`src/hw/fdc_pkg.sv`:
```
// FDC core shared types, register map, status bits, command codes, timing limits and FSM states
package fdc_pkg;

	// Host bus, register and disk stream byte
	typedef logic [7:0] fdc_byte_t;
	// Host register select
	typedef logic [1:0] fdc_addr_t;

	// Register map
	// Command on write and status on read share address 0
	localparam fdc_addr_t A_COMMAND = 2'd0;
	localparam fdc_addr_t A_STATUS  = 2'd0;
	localparam fdc_addr_t A_TRACK   = 2'd1;
	localparam fdc_addr_t A_SECTOR  = 2'd2;
	localparam fdc_addr_t A_DATA    = 2'd3;

	// Status bit positions
	localparam int ST_BUSY       = 0;
	localparam int ST_DRQ        = 1;
	// Track 00 for type I, lost data for type II
	localparam int ST_LOST_TRK00 = 2;
	// Seek error for type I, record not found for type II
	localparam int ST_ERROR      = 4;

	// Upper nibble of the command byte
	localparam logic [3:0] CMD_RESTORE = 4'h0;
	localparam logic [3:0] CMD_SEEK    = 4'h1;
	localparam logic [3:0] CMD_READ    = 4'h8;

	// Cycles from one step pulse to the next
	localparam int STEP_CYCLES   = 16;
	// Steps allowed before restore gives up
	localparam int RESTORE_LIMIT = 255;
	// Revolutions without a matching ID
	localparam int INDEX_LIMIT   = 5;

	// Counters sized from the limits above
	typedef logic [$clog2(STEP_CYCLES)-1:0]   step_cnt_t;
	typedef logic [$clog2(INDEX_LIMIT+1)-1:0] index_cnt_t;
	// Sector payload length, 128 up to 1024 bytes
	typedef logic [10:0] sec_len_t;

	// Positioner FSM
	typedef enum logic [2:0] {
		SEEK_IDLE, SEEK_DECIDE, SEEK_PULSE, SEEK_SETTLE, SEEK_FINISH
	} seek_state_t;

	// Sector reader FSM
	typedef enum logic [2:0] {
		RD_IDLE, RD_HUNT, RD_ID, RD_WAIT_DAM, RD_DATA, RD_FINISH
	} read_state_t;

endpackage
```
`src/hw/fdc_core.sv`:
```
`timescale 1ns/1ps
// FDC core top that joins the host register file, the positioner and the sector reader
module fdc_core (
	input  logic               clk,
	input  logic               rst,
	input  logic               cs,
	input  logic               rd,
	input  logic               wr,
	input  fdc_pkg::fdc_addr_t addr,
	input  fdc_pkg::fdc_byte_t din,
	output fdc_pkg::fdc_byte_t dout,
	output logic               intrq,
	output logic               drq,
	output logic               step,
	output logic               dir,
	input  logic               trk00,
	input  logic               index_pulse,
	input  logic               disk_valid,
	input  fdc_pkg::fdc_byte_t disk_byte,
	input  logic               disk_idam,
	input  logic               disk_dam
);
	// Command issue
	fdc_pkg::fdc_byte_t cmd;
	logic               cmd_start;
	// Register contents seen by the engines
	fdc_pkg::fdc_byte_t track;
	fdc_pkg::fdc_byte_t sector;
	fdc_pkg::fdc_byte_t data;
	// Positioner results
	logic               seek_busy;
	fdc_pkg::fdc_byte_t seek_status;
	logic               seek_done;
	fdc_pkg::fdc_byte_t track_out;
	logic               track_write;
	// Reader results
	logic               read_busy;
	logic               read_error;
	logic               read_done;
	fdc_pkg::fdc_byte_t data_byte;
	logic               data_valid;

	fdc_host_regs regs (.*);

	// Data register doubles as the seek target
	fdc_seek_unit seek (.target(data), .*);

	fdc_sector_reader reader (.*);

endmodule

```
`src/hw/fdc_sector_reader.sv`:
```
`timescale 1ns/1ps
// Type II sector reader that matches an ID field in the disk stream and forwards the data bytes
module fdc_sector_reader (
	input  logic               clk,
	input  logic               rst,
	input  fdc_pkg::fdc_byte_t cmd,
	input  logic               cmd_start,
	input  fdc_pkg::fdc_byte_t track,
	input  fdc_pkg::fdc_byte_t sector,
	input  logic               index_pulse,
	input  logic               disk_valid,
	input  fdc_pkg::fdc_byte_t disk_byte,
	input  logic               disk_idam,
	input  logic               disk_dam,
	output fdc_pkg::fdc_byte_t data_byte,
	output logic               data_valid,
	output logic               read_busy,
	output logic               read_error,
	output logic               read_done
);
	fdc_pkg::read_state_t state;
	logic                 accept;
	logic                 take;
	logic                 hunting;
	logic [1:0]           id_cnt;
	fdc_pkg::fdc_byte_t   id_track;
	fdc_pkg::fdc_byte_t   id_sector;
	fdc_pkg::index_cnt_t  idx_cnt;
	fdc_pkg::sec_len_t    remaining;

	assign accept = cmd_start && cmd[7:4] == fdc_pkg::CMD_READ;

	// Bytes passed on to the data register
	assign take = disk_valid && ((state == fdc_pkg::RD_WAIT_DAM && disk_dam) ||
		(state == fdc_pkg::RD_DATA && remaining != '0));

	// Revolutions count until the data field starts
	assign hunting = state inside {fdc_pkg::RD_HUNT, fdc_pkg::RD_ID} ||
		(state == fdc_pkg::RD_WAIT_DAM && !take);

	always_ff @(posedge clk) begin
		if (rst) begin
			state <= fdc_pkg::RD_IDLE;
			read_error <= 1'b0;
			id_cnt <= '0;
			idx_cnt <= '0;
			remaining <= '0;
		end else begin
			case (state)
				fdc_pkg::RD_IDLE: begin
					if (accept) begin
						read_error <= 1'b0;
						idx_cnt <= '0;
						state <= fdc_pkg::RD_HUNT;
					end
				end
				fdc_pkg::RD_HUNT: begin
					// Address mark byte is the ID track
					if (disk_valid && disk_idam) begin
						id_cnt <= 2'd1;
						state <= fdc_pkg::RD_ID;
					end
				end
				fdc_pkg::RD_ID: begin
					if (disk_valid) begin
						id_cnt <= id_cnt + 2'd1;
						// Size code is the last ID byte
						if (id_cnt == 2'd3) begin
							if (id_track == track && id_sector == sector) begin
								remaining <= fdc_pkg::sec_len_t'(128) << disk_byte[1:0];
								state <= fdc_pkg::RD_WAIT_DAM;
							end else begin
								state <= fdc_pkg::RD_HUNT;
							end
						end
					end
				end
				fdc_pkg::RD_WAIT_DAM: begin
					if (take) begin
						remaining <= remaining - 1'b1;
						state <= fdc_pkg::RD_DATA;
					end
				end
				fdc_pkg::RD_DATA: begin
					// Stay one cycle past the last byte so it leaves from here
					if (remaining == '0) begin
						state <= fdc_pkg::RD_FINISH;
					end else if (take) begin
						remaining <= remaining - 1'b1;
					end
				end
				fdc_pkg::RD_FINISH: state <= fdc_pkg::RD_IDLE;
				default: state <= fdc_pkg::RD_IDLE;
			endcase
			// Record not found
			if (hunting && index_pulse) begin
				if (idx_cnt == fdc_pkg::index_cnt_t'(fdc_pkg::INDEX_LIMIT - 1)) begin
					read_error <= 1'b1;
					state <= fdc_pkg::RD_FINISH;
				end else begin
					idx_cnt <= idx_cnt + 1'b1;
				end
			end
		end
	end

	// ID fields kept for the compare
	always_ff @(posedge clk) begin
		if (state == fdc_pkg::RD_HUNT && disk_valid && disk_idam) begin
			id_track <= disk_byte;
		end
		if (state == fdc_pkg::RD_ID && disk_valid && id_cnt == 2'd2) begin
			id_sector <= disk_byte;
		end
	end

	// One cycle from disk to host side
	always_ff @(posedge clk) begin
		if (rst) begin
			data_valid <= 1'b0;
		end else begin
			data_valid <= take;
		end
	end

	always_ff @(posedge clk) begin
		if (take) begin
			data_byte <= disk_byte;
		end
	end

	assign read_busy = state != fdc_pkg::RD_IDLE;
	assign read_done = state == fdc_pkg::RD_FINISH;

	// Payload never leaks outside the data field
	assert property (@(posedge clk) disable iff (rst) data_valid |-> state == fdc_pkg::RD_DATA);

endmodule

```
`src/hw/fdc_seek_unit.sv`:
```
`timescale 1ns/1ps
// Type I positioner that steps the head for restore and seek and updates the track register
module fdc_seek_unit (
	input  logic               clk,
	input  logic               rst,
	input  fdc_pkg::fdc_byte_t cmd,
	input  logic               cmd_start,
	input  fdc_pkg::fdc_byte_t track,
	input  fdc_pkg::fdc_byte_t target,
	input  logic               trk00,
	output logic               step,
	output logic               dir,
	output fdc_pkg::fdc_byte_t track_out,
	output logic               track_write,
	output logic               seek_busy,
	output fdc_pkg::fdc_byte_t seek_status,
	output logic               seek_done
);
	fdc_pkg::seek_state_t state;
	logic                 accept;
	logic                 restore;
	logic                 seek_err;
	fdc_pkg::fdc_byte_t   dest;
	fdc_pkg::fdc_byte_t   step_cnt;
	fdc_pkg::step_cnt_t   wait_cnt;

	// Only restore and seek start this engine
	assign accept = cmd_start &&
		(cmd[7:4] == fdc_pkg::CMD_RESTORE || cmd[7:4] == fdc_pkg::CMD_SEEK);

	always_ff @(posedge clk) begin
		if (rst) begin
			state <= fdc_pkg::SEEK_IDLE;
			restore <= 1'b0;
			seek_err <= 1'b0;
			dir <= 1'b0;
			step_cnt <= '0;
			wait_cnt <= '0;
		end else begin
			case (state)
				fdc_pkg::SEEK_IDLE: begin
					if (accept) begin
						restore <= cmd[7:4] == fdc_pkg::CMD_RESTORE;
						seek_err <= 1'b0;
						step_cnt <= '0;
						state <= fdc_pkg::SEEK_DECIDE;
					end
				end
				fdc_pkg::SEEK_DECIDE: begin
					if (restore) begin
						// Step outward until track 0 or the limit
						if (trk00) begin
							state <= fdc_pkg::SEEK_FINISH;
						end else if (step_cnt == fdc_pkg::fdc_byte_t'(fdc_pkg::RESTORE_LIMIT)) begin
							seek_err <= 1'b1;
							state <= fdc_pkg::SEEK_FINISH;
						end else begin
							dir <= 1'b0;
							state <= fdc_pkg::SEEK_PULSE;
						end
					end else if (track == dest) begin
						state <= fdc_pkg::SEEK_FINISH;
					end else begin
						// Toward the centre when the target is higher
						dir <= dest > track;
						state <= fdc_pkg::SEEK_PULSE;
					end
				end
				fdc_pkg::SEEK_PULSE: begin
					step_cnt <= step_cnt + 8'd1;
					wait_cnt <= '0;
					state <= fdc_pkg::SEEK_SETTLE;
				end
				fdc_pkg::SEEK_SETTLE: begin
					// Pulse and decide cycles complete the step period
					if (wait_cnt == fdc_pkg::step_cnt_t'(fdc_pkg::STEP_CYCLES - 3)) begin
						state <= fdc_pkg::SEEK_DECIDE;
					end else begin
						wait_cnt <= wait_cnt + 1'b1;
					end
				end
				fdc_pkg::SEEK_FINISH: state <= fdc_pkg::SEEK_IDLE;
				default: state <= fdc_pkg::SEEK_IDLE;
			endcase
		end
	end

	// Target held for the whole seek
	always_ff @(posedge clk) begin
		if (state == fdc_pkg::SEEK_IDLE && accept) begin
			dest <= target;
		end
	end

	assign step      = state == fdc_pkg::SEEK_PULSE;
	assign seek_busy = state != fdc_pkg::SEEK_IDLE;
	assign seek_done = state == fdc_pkg::SEEK_FINISH;

	// Seek tracks each pulse and restore writes 0 once track 00 is found
	assign track_write = (step && !restore) || (seek_done && restore && !seek_err);
	assign track_out   = restore ? '0 : (dir ? track + 8'd1 : track - 8'd1);

	always_comb begin
		seek_status = '0;
		seek_status[fdc_pkg::ST_BUSY] = seek_busy;
		seek_status[fdc_pkg::ST_LOST_TRK00] = trk00;
		seek_status[fdc_pkg::ST_ERROR] = seek_err;
	end

	// Step pulses stay inside a command and are a full step period apart
	assert property (@(posedge clk) disable iff (rst)
		step |-> seek_busy ##1 !step [*(fdc_pkg::STEP_CYCLES - 1)]);

endmodule

```
`src/hw/fdc_host_regs.sv`:
```
`timescale 1ns/1ps
// FDC host register file with busy lockout, data handshake, lost data and status combining
module fdc_host_regs (
	input  logic               clk,
	input  logic               rst,
	input  logic               cs,
	input  logic               rd,
	input  logic               wr,
	input  fdc_pkg::fdc_addr_t addr,
	input  fdc_pkg::fdc_byte_t din,
	output fdc_pkg::fdc_byte_t dout,
	output logic               intrq,
	output logic               drq,
	output fdc_pkg::fdc_byte_t cmd,
	output logic               cmd_start,
	output fdc_pkg::fdc_byte_t track,
	output fdc_pkg::fdc_byte_t sector,
	output fdc_pkg::fdc_byte_t data,
	input  logic               seek_busy,
	input  fdc_pkg::fdc_byte_t seek_status,
	input  logic               seek_done,
	input  fdc_pkg::fdc_byte_t track_out,
	input  logic               track_write,
	input  logic               read_busy,
	input  logic               read_error,
	input  logic               read_done,
	input  fdc_pkg::fdc_byte_t data_byte,
	input  logic               data_valid
);
	logic               busy;
	logic               wr_cmd;
	logic               wr_track;
	logic               wr_sector;
	logic               wr_data;
	logic               rd_status;
	logic               rd_data;
	logic               last_read;
	logic               lost_data;
	fdc_pkg::fdc_byte_t status;

	// Busy covers the start cycle before either engine reacts
	assign busy = cmd_start | seek_busy | read_busy;

	// Write strobes, one cycle each
	assign wr_cmd    = cs && wr && addr == fdc_pkg::A_COMMAND;
	assign wr_track  = cs && wr && addr == fdc_pkg::A_TRACK;
	assign wr_sector = cs && wr && addr == fdc_pkg::A_SECTOR;
	assign wr_data   = cs && wr && addr == fdc_pkg::A_DATA;
	// Read side effects land on the edge closing the read cycle
	assign rd_status = cs && rd && addr == fdc_pkg::A_STATUS;
	assign rd_data   = cs && rd && addr == fdc_pkg::A_DATA;

	// Status byte follows whichever engine ran last
	always_comb begin
		if (last_read) begin
			status = '0;
			status[fdc_pkg::ST_DRQ] = drq;
			status[fdc_pkg::ST_LOST_TRK00] = lost_data;
			status[fdc_pkg::ST_ERROR] = read_error;
		end else begin
			status = seek_status;
		end
		status[fdc_pkg::ST_BUSY] = busy;
	end

	// Read mux, bus idles high
	always_comb begin
		dout = '1;
		if (cs && rd) begin
			case (addr)
				fdc_pkg::A_STATUS: dout = status;
				fdc_pkg::A_TRACK:  dout = track;
				fdc_pkg::A_SECTOR: dout = sector;
				default:           dout = data;
			endcase
		end
	end

	// Command accepted only when idle
	always_ff @(posedge clk) begin
		if (rst) begin
			cmd_start <= 1'b0;
		end else begin
			cmd_start <= wr_cmd && !busy;
		end
	end

	always_ff @(posedge clk) begin
		if (wr_cmd && !busy) begin
			cmd <= din;
		end
	end

	// Which engine owns the status byte
	always_ff @(posedge clk) begin
		if (rst) begin
			last_read <= 1'b0;
		end else if (read_busy) begin
			last_read <= 1'b1;
		end else if (seek_busy) begin
			last_read <= 1'b0;
		end
	end

	// Track register, positioner updates win over the host
	always_ff @(posedge clk) begin
		if (rst) begin
			track <= '0;
		end else if (track_write) begin
			track <= track_out;
		end else if (wr_track && !busy) begin
			track <= din;
		end
	end

	always_ff @(posedge clk) begin
		if (rst) begin
			sector <= 8'd1;
		end else if (wr_sector && !busy) begin
			sector <= din;
		end
	end

	// Data register, also the seek target
	always_ff @(posedge clk) begin
		if (data_valid) begin
			data <= data_byte;
		end else if (wr_data) begin
			data <= din;
		end
	end

	// DRQ and sticky lost data
	always_ff @(posedge clk) begin
		if (rst) begin
			drq <= 1'b0;
			lost_data <= 1'b0;
		end else if (cmd_start) begin
			drq <= 1'b0;
			lost_data <= 1'b0;
		end else if (data_valid) begin
			drq <= 1'b1;
			// Old byte overwritten unread
			if (drq && !rd_data) begin
				lost_data <= 1'b1;
			end
		end else if (rd_data) begin
			drq <= 1'b0;
		end
	end

	// Interrupt on completion, acknowledged by a status read or a new command
	always_ff @(posedge clk) begin
		if (rst) begin
			intrq <= 1'b0;
		end else if (seek_done || read_done) begin
			intrq <= 1'b1;
		end else if (rd_status || cmd_start) begin
			intrq <= 1'b0;
		end
	end

	// Lockout keeps engines from being restarted mid command
	assert property (@(posedge clk) disable iff (rst) cmd_start |-> !(seek_busy || read_busy));
	// Only one engine may run at a time
	assert property (@(posedge clk) disable iff (rst) !(seek_busy && read_busy));

endmodule

```
`config.mk`:
```
export PLATFORM = sky130hd
export DESIGN_NAME = fdc_core
export DESIGN_NICKNAME = d
export VERILOG_FILES = /design/src/hw/fdc_pkg.sv /design/src/hw/fdc_core.sv /design/src/hw/fdc_sector_reader.sv /design/src/hw/fdc_seek_unit.sv /design/src/hw/fdc_host_regs.sv
export SDC_FILE = /design/constraint.sdc
export NUM_CORES = 1
export LEC_CHECK = 0
export ABC_AREA = 1
export BUFFER_PORTS_ARGS = -buffer_cell sky130_fd_sc_hd__buf_2
export CAP_MARGIN = 5
export CORE_UTILIZATION = 55
export CTS_CLUSTER_SIZE = 16
export DETAILED_ROUTE_END_ITERATION = 8
export PLACE_DENSITY = 0.85
export SYNTH_ARGS = -nofsm -noshare
export SYNTH_HDL_FRONTEND = slang
export SYNTH_SLANG_ARGS = --single-unit
```
`constraint.sdc`:
```
create_clock -name clk -period 1.7 [get_ports clk]
set_clock_uncertainty 0.05 [all_clocks]
set_input_delay 0.255 -clock clk [delete_from_list [all_inputs] [get_ports clk]]
set_output_delay 0.255 -clock clk [all_outputs]
set_load 0.02 [all_outputs]
```
After elaboration in Yosys (flattened, before gate mapping)
Cells that the tools add are included.
- add/subtract/negate cells: 7
- $lt $le $gt $ge: 1
- equality and inequality tests: 36
- shift-type cells: 1
- muxes and demuxes: 62
- bitwise operators: 2
- reduce and logical (&&, ||, !) cells: 68
- operators by type and width (operator ; number):
    2-to-1 mux 8 bit ; 8
    2-to-1 mux 11 bit ; 5
    2-to-1 mux 3 bit ; 18
    one-hot mux 11 bit (3 select lines) ; 1
    logical AND 1 bit ; 29
    == test 8 bit ; 3
    one-hot mux 8 bit (3 select lines) ; 1
    2-to-1 mux 1 bit ; 18
    nonzero test 2 bit ; 9
    adder 8 x 1 -> 8 bit, second input constant ; 2
    != test 2 bit, second input constant ; 8
    one-hot mux 8 bit (2 select lines) ; 1
    one-hot mux 3 bit (5 select lines) ; 1
    == test 3 x 2 -> 1 bit, second input constant ; 4
    == test 3 bit, second input constant ; 4
    != test 2 x 1 -> 1 bit, second input constant ; 6
    one-hot mux 3 bit (4 select lines) ; 1
    logical NOT 11 bit ; 1
    nonzero test 11 bit ; 1
    left shift 8 x 2 -> 11 bit, first input constant ; 1
    subtractor 11 x 1 -> 11 bit, second input constant ; 1
    AND reduction 2 bit ; 5
    AND reduction 5 bit ; 2
    nonzero test 3 bit ; 3
    other kinds (26) ; 44
- flip-flop bits (word level): 108
- logic and storage cells: 202

Depth between registers and ports, before layout
Gate-level depths: netlist (run 1).
- depth in word-level cells: 9
- gate-level depth with buffers: 14
- mapped depth without buffers: 14

Hierarchy
From an unflattened synthesis (run 1), not the netlist that was laid out.
- cell total of the unflattened synthesis: 810
- area, all modules: 6112.1 µm²
- modules (own cells, without submodules) (module ; times used ; cells an instance ; area an instance (µm²) ; seq. area each (µm²)):
    fdc_sector_reader ; 1 ; 323 ; 2472.4 ; 1141.1
    fdc_seek_unit ; 1 ; 254 ; 1840.5 ; 600.6
    fdc_host_regs ; 1 ; 233 ; 1799.2 ; 900.9

Worst setup path after synthesis (run 1)
Ideal clock, no wire load.
- path kind: register to register
- start point: reg seek.dir
- end point: reg regs.track[6]
- setup time: 0.070 ns
- arrival time: 1.806 ns
- data required time: 1.580 ns
- setup slack: -0.226 ns
- cell stages (with the launch flop): 11
- buffers on the path: 0
- clock period less this slack: 1.926 ns
- path through: dfxtp_1 -> inv_1 -> ha_1 -> a21oi_1 -> nand2_1 -> nand2_1 -> nand2_1 -> a21oi_1 -> or2_2 -> nand3_1 -> a21oi_1
- cells in the longest elaborated chain, start to end: 3
- ends and longest elaborated chain (what ; RTL line ; source):
    start, declared ; fdc_seek_unit.sv:12 ; output logic dir,
    start signal, assigned ; fdc_seek_unit.sv:65 ; dir <= dest > track;
    2-to-1 mux 8 bit (2 in series) ; fdc_seek_unit.sv:101 ; assign track_out = restore ? '0 : (dir ? track + 8'd1 : track - 8'd1);
    2-to-1 mux 8 bit ; fdc_host_regs.sv:109 ; end else if (track_write) begin
    end signal, assigned ; fdc_host_regs.sv:110 ; track <= track_out;
    end signal, assigned ; fdc_host_regs.sv:112 ; track <= din;
    end, declared ; fdc_host_regs.sv:16 ; output fdc_pkg::fdc_byte_t track,
Every way passes these cells.
A chain may end at the register's enable or synchronous reset.

Worst setup path in the final report (run 1)
- start point: reg seek.state[2]
- end point: out dout[0]
- cells in the longest elaborated chain, start to end: 5
- ends and longest elaborated chain (what ; RTL line ; source):
    start, declared ; fdc_seek_unit.sv:19 ; fdc_pkg::seek_state_t state;
    start signal, assigned ; fdc_seek_unit.sv:33 ; state <= fdc_pkg::SEEK_IDLE;
    start signal, assigned ; fdc_seek_unit.sv:46 ; state <= fdc_pkg::SEEK_DECIDE;
    start signal, assigned ; fdc_seek_unit.sv:53 ; state <= fdc_pkg::SEEK_FINISH;
    nonzero test 3 bit ; fdc_seek_unit.sv:96 ; assign seek_busy = state != fdc_pkg::SEEK_IDLE;
    bitwise OR 1 bit (2 in series) ; fdc_host_regs.sv:42 ; assign busy = cmd_start | seek_busy | read_busy;
    one-hot mux 8 bit (3 select lines) ; fdc_host_regs.sv:70 ; case (addr)
    2-to-1 mux 8 bit ; fdc_host_regs.sv:69 ; if (cs && rd) begin
    end, declared ; fdc_core.sv:11 ; output fdc_pkg::fdc_byte_t dout,
Every way passes these cells.

==> metrics.csv, run 1 <==
stage;metric;value;unit
outcome;status;finished, violations left;
outcome;violations;hold timing, setup timing;
synthesis;synthMostInstantiatedCell;nand2_1;
detailed_routing;via_per_inst;6.00;
synthesis;syn_nets;739;
synthesis;synth_top_family_by_area;simple AND/OR/NAND/NOR gates;
detailed_routing;drc;0;
grt;grt_pass1_vias;5182;
detailed_routing;antenna_left;0;
finish;multiInputGateArea;0.00303;mm2
synthesis;synth_cells;688;
sta;rsz0062_at_grt;yes;
min_path;worstHoldEndpoint;reader.id_sector[2];
synthesis;yosysSeqAreaShare;46.0;%
detailed_routing;wl_per_cell;19.1;um
sta;worst_hold_slack;-0.00586;ns
synthesis;synth.distinct_cells;42;
synthesis;synth-seq-cells;104;
synthesis;synth_area_leaders;edfxtp_1, dfxtp_1, nand2_1, inv_1, a21oi_1;
detailed_routing;drtPass1Iterations;6;
power;power.leakage;3.10;nW
placed_design;portBuffers;39;
synthesis;ys_warn_count;0;
detailed_routing;drt_iter0_drc;671;
power;peakVddDrop;0.739;mV
floorplanning;io_pins;40;
min_path;hold_depth;1;
floorplanning;die_w;102;um
detailed_routing;wl;18.3;mm
worst_setup_path;crit_required;1.39;ns
synthesis;synthSimpleGateAreaFrac;24.6;%
finish;register_area;0.00255;mm2
synthesis;yosysTopAreaCellShare;24.1;%
sta;period_needed;2.04;ns
cts;clk_latency;0.41;ns
cts;clk_pin_slew;0.12;ns
grt;grt_max_degree;30;
synthesis;yosys.area.top_type;edfxtp_1;
worst_setup_path;r2r_cells;11;
finish;fin_nets;872;
cts;clock_sinks;104;
worst_setup_path;r2r-end;regs.track[6];
detailed_routing;vias;5750;
synthesis;ys.flop_type;dfxtp_1;
worst_setup_path;cp_data_arrival_time;1.74;ns
min_path;hold_path_class;in -> reg;
grt;grt-ovfl-total;0;
sta;tns;-3.14;ns
finish;area_delta_synth_final;34.5;%
finish;final_core_util;75.8;%
synthesis;synth_edf_count;44;
worst_setup_path;crit_path_start_kind;register;
grt;grt_pass1_wl;24.1;mm
sta;fin_ws;-0.343;ns
sta;post-route-period-util;120;%
sta;finalHoldViolCount;3;
worst_setup_path;r2r-start;seek.dir;
synthesis;synth_xor_area_share;1.76;%
run;cap_violations;0;
sta;setup_violations;34;
worst_setup_path;critPathMaxFanout;4;
synthesis;synth-compound-area-share;14.2;%
cts;cts_root_buf;clkbuf_8;
sta;final_max_slew_viol_count;0;
finish;postLayoutCellArea;0.00737;mm2
placed_design;place_area;0.00625;mm2
grt;grtUsageTotal;30.9;%
finish;diodes;0;
cts;clockBufferDepth;2;
sta;worst_slew_pin_slew;0.362;ns
synthesis;async_reset_ff_share;0;%
cts;htreeDepth;3;
synthesis;synthMuxAreaShare;0;%
floorplanning;die_h;102;um
cts;numCtsBuffers;9;
synthesis;syn-mean-instance-area;7.97;um2
placed_design;gp_congestion;0.978;
sta;relSlewSlack;75.9;%
worst_setup_path;r2r_slack;-0.20;ns
cts;cts_tree;done;
sta;fmax;0.490;GHz
finish;drive_above_1_share;36.8;%
floorplanning;dieArea;0.0104;mm2
synthesis;synthTopCellsByCount;nand2_1, inv_1, nor2_1;
floorplanning;std_cell_rows;36;
floorplanning;initial_core_util;56.3;%
finish;fillers;610;
power;power;0.00757;W
grt;antenna_found_initial;0;
placed_design;dp_hpwl;10.6;mm
worst_setup_path;crit_path_end_kind;primary output;
synthesis;synth_fa_ha_area_share;5.39;%
min_path;hp-start;disk_byte[2];
power;power_density;1030;mW/mm2
synthesis;syn_area;0.00548;mm2
worst_setup_path;critPathKind;reg -> out;
floorplanning;core-area;0.00973;mm2
[kinds of logic (layout without fill, tap and decap cells)]
logic type | Yosys count | count (layout)
AND/OR/NAND/NOR | 298 | 299
AO/OA/AOI/OAI | 142 | 142
buffers and inverters | 110 | 247
flip-flops | 104 | 104
adder cells (fa/ha/maj) | 23 | 23
XOR/XNOR | 11 | 11
[area by class of cell]
type                            instances  share of cell area [%]
Inverter                              101                    5.31
Sequential cell                       104                    34.6
Clock inverter                          7                    1.26
Tap cell                              133                    2.26
Multi-Input combinational cell        475                    41.1
Clock buffer                            9                    1.68
Timing Repair Buffer                  130                    13.8
[how the worst max path moves through the flow]
| stage | depth (start not counted) | endpoint | start |
|---|---|---|---|
| after floorplan | 10 | regs.track[6] | seek.dir |
| after global placement | 9 | regs.track[5] | seek.dir |
| after detailed placement | 10 | regs.track[6] | seek.dir |
| after CTS | 9 | dout[0] | reader.state[1] |
| after global routing | 7 | dout[0] | seek.state[2] |
| final | 7 | dout[0] | seek.state[2] |
[placed cells by master, fill, tap and decap left out, drive strengths merged, types with 5 or more instances in the layout]
cell type	netlist	final
xnor2	5	5
nand4	11	11
a21oi	61	61
o21ai	54	54
clkbuf	5	10
inv	101	104
or2	8	8
buf	4	129
nor3	7	7
ha	22	22
dfxtp	60	60
nand2	156	156
nand3	36	37
xor2	6	6
a211oi	7	7
edfxtp	44	44
nor2	70	70
o22ai	6	6
[routing by layer]
metal | global-route usage, % | vias to the layer above | wire [um]
met3 | 6.43 | 124 | 1980
li1 | - | 2564 | -
met5 | 0 | - | 0
met4 | 15.4 | 0 | 1200
met2 | 51.7 | 421 | 8790
met1 | 38.1 | 2641 | 6340
[timing repair]
| action | CTS | global route |
|---|---|---|
| setup buffers | 17 | 15 |
| endpoints found under the setup margin | 34 | 66 |
| gates cloned | 1 | 1 |
| pin swaps | 29 | 67 |
| gates resized for setup | 75 | 100 |
| hold buffers | 0 | 0 |
| endpoints found under the hold margin | 0 | 0 |
[flip-flops by register name (all words and copies together), names as in the netlist, 2 cells and up, named ones only]
| signal | count |
|---|---|
| reader.state | 3 |
| reader.id_track | 8 |
| seek.step_cnt | 8 |
| reader.id_sector | 8 |
| reader.idx_cnt | 2 |
| reader.id_cnt | 2 |
| regs.sector | 8 |
| seek.state | 3 |
| regs.track | 8 |
| reader.data_byte | 8 |
| reader.remaining | 11 |
| regs.cmd | 4 |
| seek.dest | 8 |
| regs.data | 8 |
| seek.wait_cnt | 4 |
[report_power, final]
part / switching (W) / leakage (nW) / internal, W
registers: 0.0000941 / 0.891 / 0.00272
logic: 0.00167 / 2.10 / 0.00134
clock network: 0.00102 / 0.112 / 0.000731
[worst max-delay path: stages, from the launching register on]
cell	delay (ns)
dfxtp_2	0.38
inv_2	0.10
nand3_4	0.12
nor3_4	0.24
inv_2	0.09
a21oi_2	0.14
nand3_2	0.11
buf_6	0.16
[through the flow]
stage	cells	setup WS [ns]
final	959	-0.343
after global placement	910	-0.0613
after CTS	944	-0.357
after global routing	959	-0.396
after floorplan	688	-0.0287
after detailed placement	910	-0.140
(Power assumes the default switching activity.)
==> inputs of run 2 (changes only) <==
- CELL_PAD_IN_SITES_DETAIL_PLACEMENT: default -> 2
- CELL_PAD_IN_SITES_GLOBAL_PLACEMENT: default -> 2
- CORE_UTILIZATION: 55 -> 33
==> metrics.csv, run 2 (synthesis gave the netlist of run 1 again) <==
stage;metric;value;unit;change
outcome;status;finished, violations left;;unchanged
outcome;violations;setup timing;;was hold timing, setup timing
detailed_routing;wl_per_cell;32.3;um;was 19.1 um
detailed_routing;drt_iter0_drc;412;;was 671
sta;final_max_slew_viol_count;0;;unchanged
worst_setup_path;crit_path_start_kind;register;;unchanged
sta;tns;-17.30;ns;was -3.14 ns
finish;postLayoutCellArea;0.00843;mm2;was 0.00737 mm2
min_path;worstHoldEndpoint;reader.data_byte[7];;was reader.id_sector[2]
power;power_density;1140;mW/mm2;was 1030 mW/mm2
sta;fmax;0.384;GHz;was 0.490 GHz
cts;clk_pin_slew;0.08;ns;was 0.12 ns
finish;regMostFlops;reader.remaining;;unchanged
run;cap_violations;0;;unchanged
floorplanning;die_w;131;um;was 102 um
worst_setup_path;r2r-start;reader.state[1];;was seek.dir
detailed_routing;wl;34.5;mm;was 18.3 mm
cts;clk_latency;0.38;ns;was 0.41 ns
sta;finalHoldViolCount;0;;was 3
worst_setup_path;cp_cell_sequence;nor2_4 -> inv_4 -> nor2_4 -> inv_2 -> nor3_4 -> buf_4 -> nand3_4 -> o21ai_0 -> a21oi_2;;was inv_2 -> nand3_4 -> nor3_4 -> inv_2 -> a21oi_2 -> nand3_2 -> buf_6
cts;clockBufferDepth;2;;unchanged
finish;area_delta_synth_final;53.8;%;was 34.5%
finish;drive_above_1_share;49.8;%;was 36.8%
floorplanning;core-area;0.0161;mm2;was 0.00973 mm2
power;power.leakage;3.38;nW;was 3.10 nW
detailed_routing;drtPass1Iterations;5;;was 6
placed_design;pre_cts_slack;-0.325;ns;was -0.140 ns
worst_setup_path;crit_required;1.86;ns;was 1.39 ns
worst_setup_path;r2r_slack;-0.90;ns;was -0.20 ns
worst_setup_path;crit_path_max_incr_delay;0.93;ns;was 0.38 ns
grt;grtUsageTotal;34.7;%;was 30.9%
worst_setup_path;crit_path_end_kind;register;;was primary output
worst_setup_path;cp_data_arrival_time;2.77;ns;was 1.74 ns
finish;largest_register_ffs;11;;unchanged
grt;antenna_found_initial;1;;was 0
detailed_routing;via_per_inst;5.91;;was 6.00
grt;grt_max_degree;19;;was 30
cts;clock_sinks;104;;unchanged
cts;htreeDepth;3;;unchanged
grt;grt_pass1_vias;6789;;was 5,182
worst_setup_path;crit_slowest_cell;o21ai_0;;was dfxtp_2
detailed_routing;vias;6308;;was 5,750
power;peakVddDrop;0.827;mV;was 0.739 mV
placed_design;place_area;0.00647;mm2;was 0.00625 mm2
grt;grt-ovfl-total;0;;unchanged
floorplanning;io_pins;40;;unchanged
worst_setup_path;critPathMaxFanout;4;;unchanged
finish;layout_commonest_cell;nand2_1;;unchanged
floorplanning;dieArea;0.0171;mm2;was 0.0104 mm2
sta;post-route-period-util;153;%;was 120%
sta;worst_slew_pin_slew;1.13;ns;was 0.362 ns
min_path;hp-start;disk_byte[7];;was disk_byte[2]
min_path;hold_path_class;in -> reg;;unchanged
grt;grt_pass1_wl;42.2;mm;was 24.1 mm
floorplanning;std_cell_rows;46;;was 36
sta;period_needed;2.60;ns;was 2.04 ns
sta;setup_violations;70;;was 34
placed_design;gp_congestion;0.864;;was 0.978
min_path;hold_depth;1;;unchanged
sta;worst_hold_slack;0.0593;ns;was -0.00586 ns
worst_setup_path;r2r-end;regs.track[7];;was regs.track[6]
worst_setup_path;critPathKind;reg -> reg;;was reg -> out
floorplanning;die_h;131;um;was 102 um
finish;diodes;0;;unchanged
sta;rsz0062_at_grt;yes;;unchanged
detailed_routing;antenna_left;0;;unchanged
placed_design;dp_hpwl;17.1;mm;was 10.6 mm
worst_setup_path;r2r_cells;9;;was 11
detailed_routing;drc;0;;unchanged
finish;fin_nets;898;;was 872
cts;cts-hold-fix-buffers;0;;unchanged
cts;cts_root_buf;clkbuf_16;;was clkbuf_8
sta;fin_ws;-0.904;ns;was -0.343 ns
cts;numCtsBuffers;9;;unchanged
worst_setup_path;crit_top_cell;nor2_4;;was inv_2
placed_design;portBuffers;39;;unchanged
floorplanning;initial_core_util;34.1;%;was 56.3%
sta;relSlewSlack;23.7;%;was 75.9%
finish;mostFrequentLayoutCells;nand2_1, buf_4, inv_1;;was nand2_1, inv_1, buf_4
cts;cts_tree;done;;unchanged
-- run 2: per-layer routing --
layer | routed length, um | vias up | global-route usage (%)
met5 | 12 | - | 0
met4 | 2930 | 2 | 18.9
met3 | 2040 | 201 | 6.80
met2 | 17400 | 335 | 66.7
met1 | 12100 | 3151 | 35.0
li1 | - | 2619 | -
-- run 2: layout make-up --
class	count	area [um2]
fill	1655	7630
multi-input combinational	475	3640
sequential	104	2570
timing repair buffer	156	1240
inverter	101	409
tap	216	270
clock buffer	9	225
clock inverter	7	77.6
-- run 2: how the worst max path moves through the flow --
stage	from	to	slack, ns	cells after the start
2_1_floorplan	seek.dir	regs.track[6]	-0.03	10
6_report	reader.state[1]	regs.track[7]	-0.90	9
4_1_cts	reader.state[0]	dout[0]	-0.42	9
5_1_grt	reader.state[1]	regs.track[7]	-0.88	9
3_5_place_dp	reader.state[0]	regs.track[5]	-0.33	9
3_3_place_gp	reader.remaining[0]	reader.state[2]	-0.11	11
-- run 2: worst max-delay path: cells and delay by family (launching register included) --
kind | cells | cell delay [ns]
flops | 1 | 0.36
simple gates | 4 | 0.62
compound gates | 2 | 1.11
buf+inv | 3 | 0.30
-- run 2: through the flow --
step | total power [W] | instances | utilization [%]
after floorplan | 0.00400 | 688 | -
after global placement | 0.00488 | 1009 | 40.3
after detailed placement | 0.00513 | 1009 | 40.3
after CTS | 0.00825 | 1055 | 47.6
after global routing | 0.00981 | 1068 | 52.5
final | 0.00961 | 1068 | 52.5
-- run 2: timing repair --
item / CTS / global route
endpoints found under the setup margin: 55 / 86
buffers inserted: 28 / 19
cloned: 2 / 0
gates resized for setup: 174 / 175
pin swaps: 62 / 71
-- run 2: power by group --
part	total [W]	internal (W)	leakage, nW	switching (W)
combinational	0.00442	0.00182	2.34	0.00260
sequential	0.00287	0.00272	0.896	0.000148
clock	0.00233	0.00117	0.149	0.00116
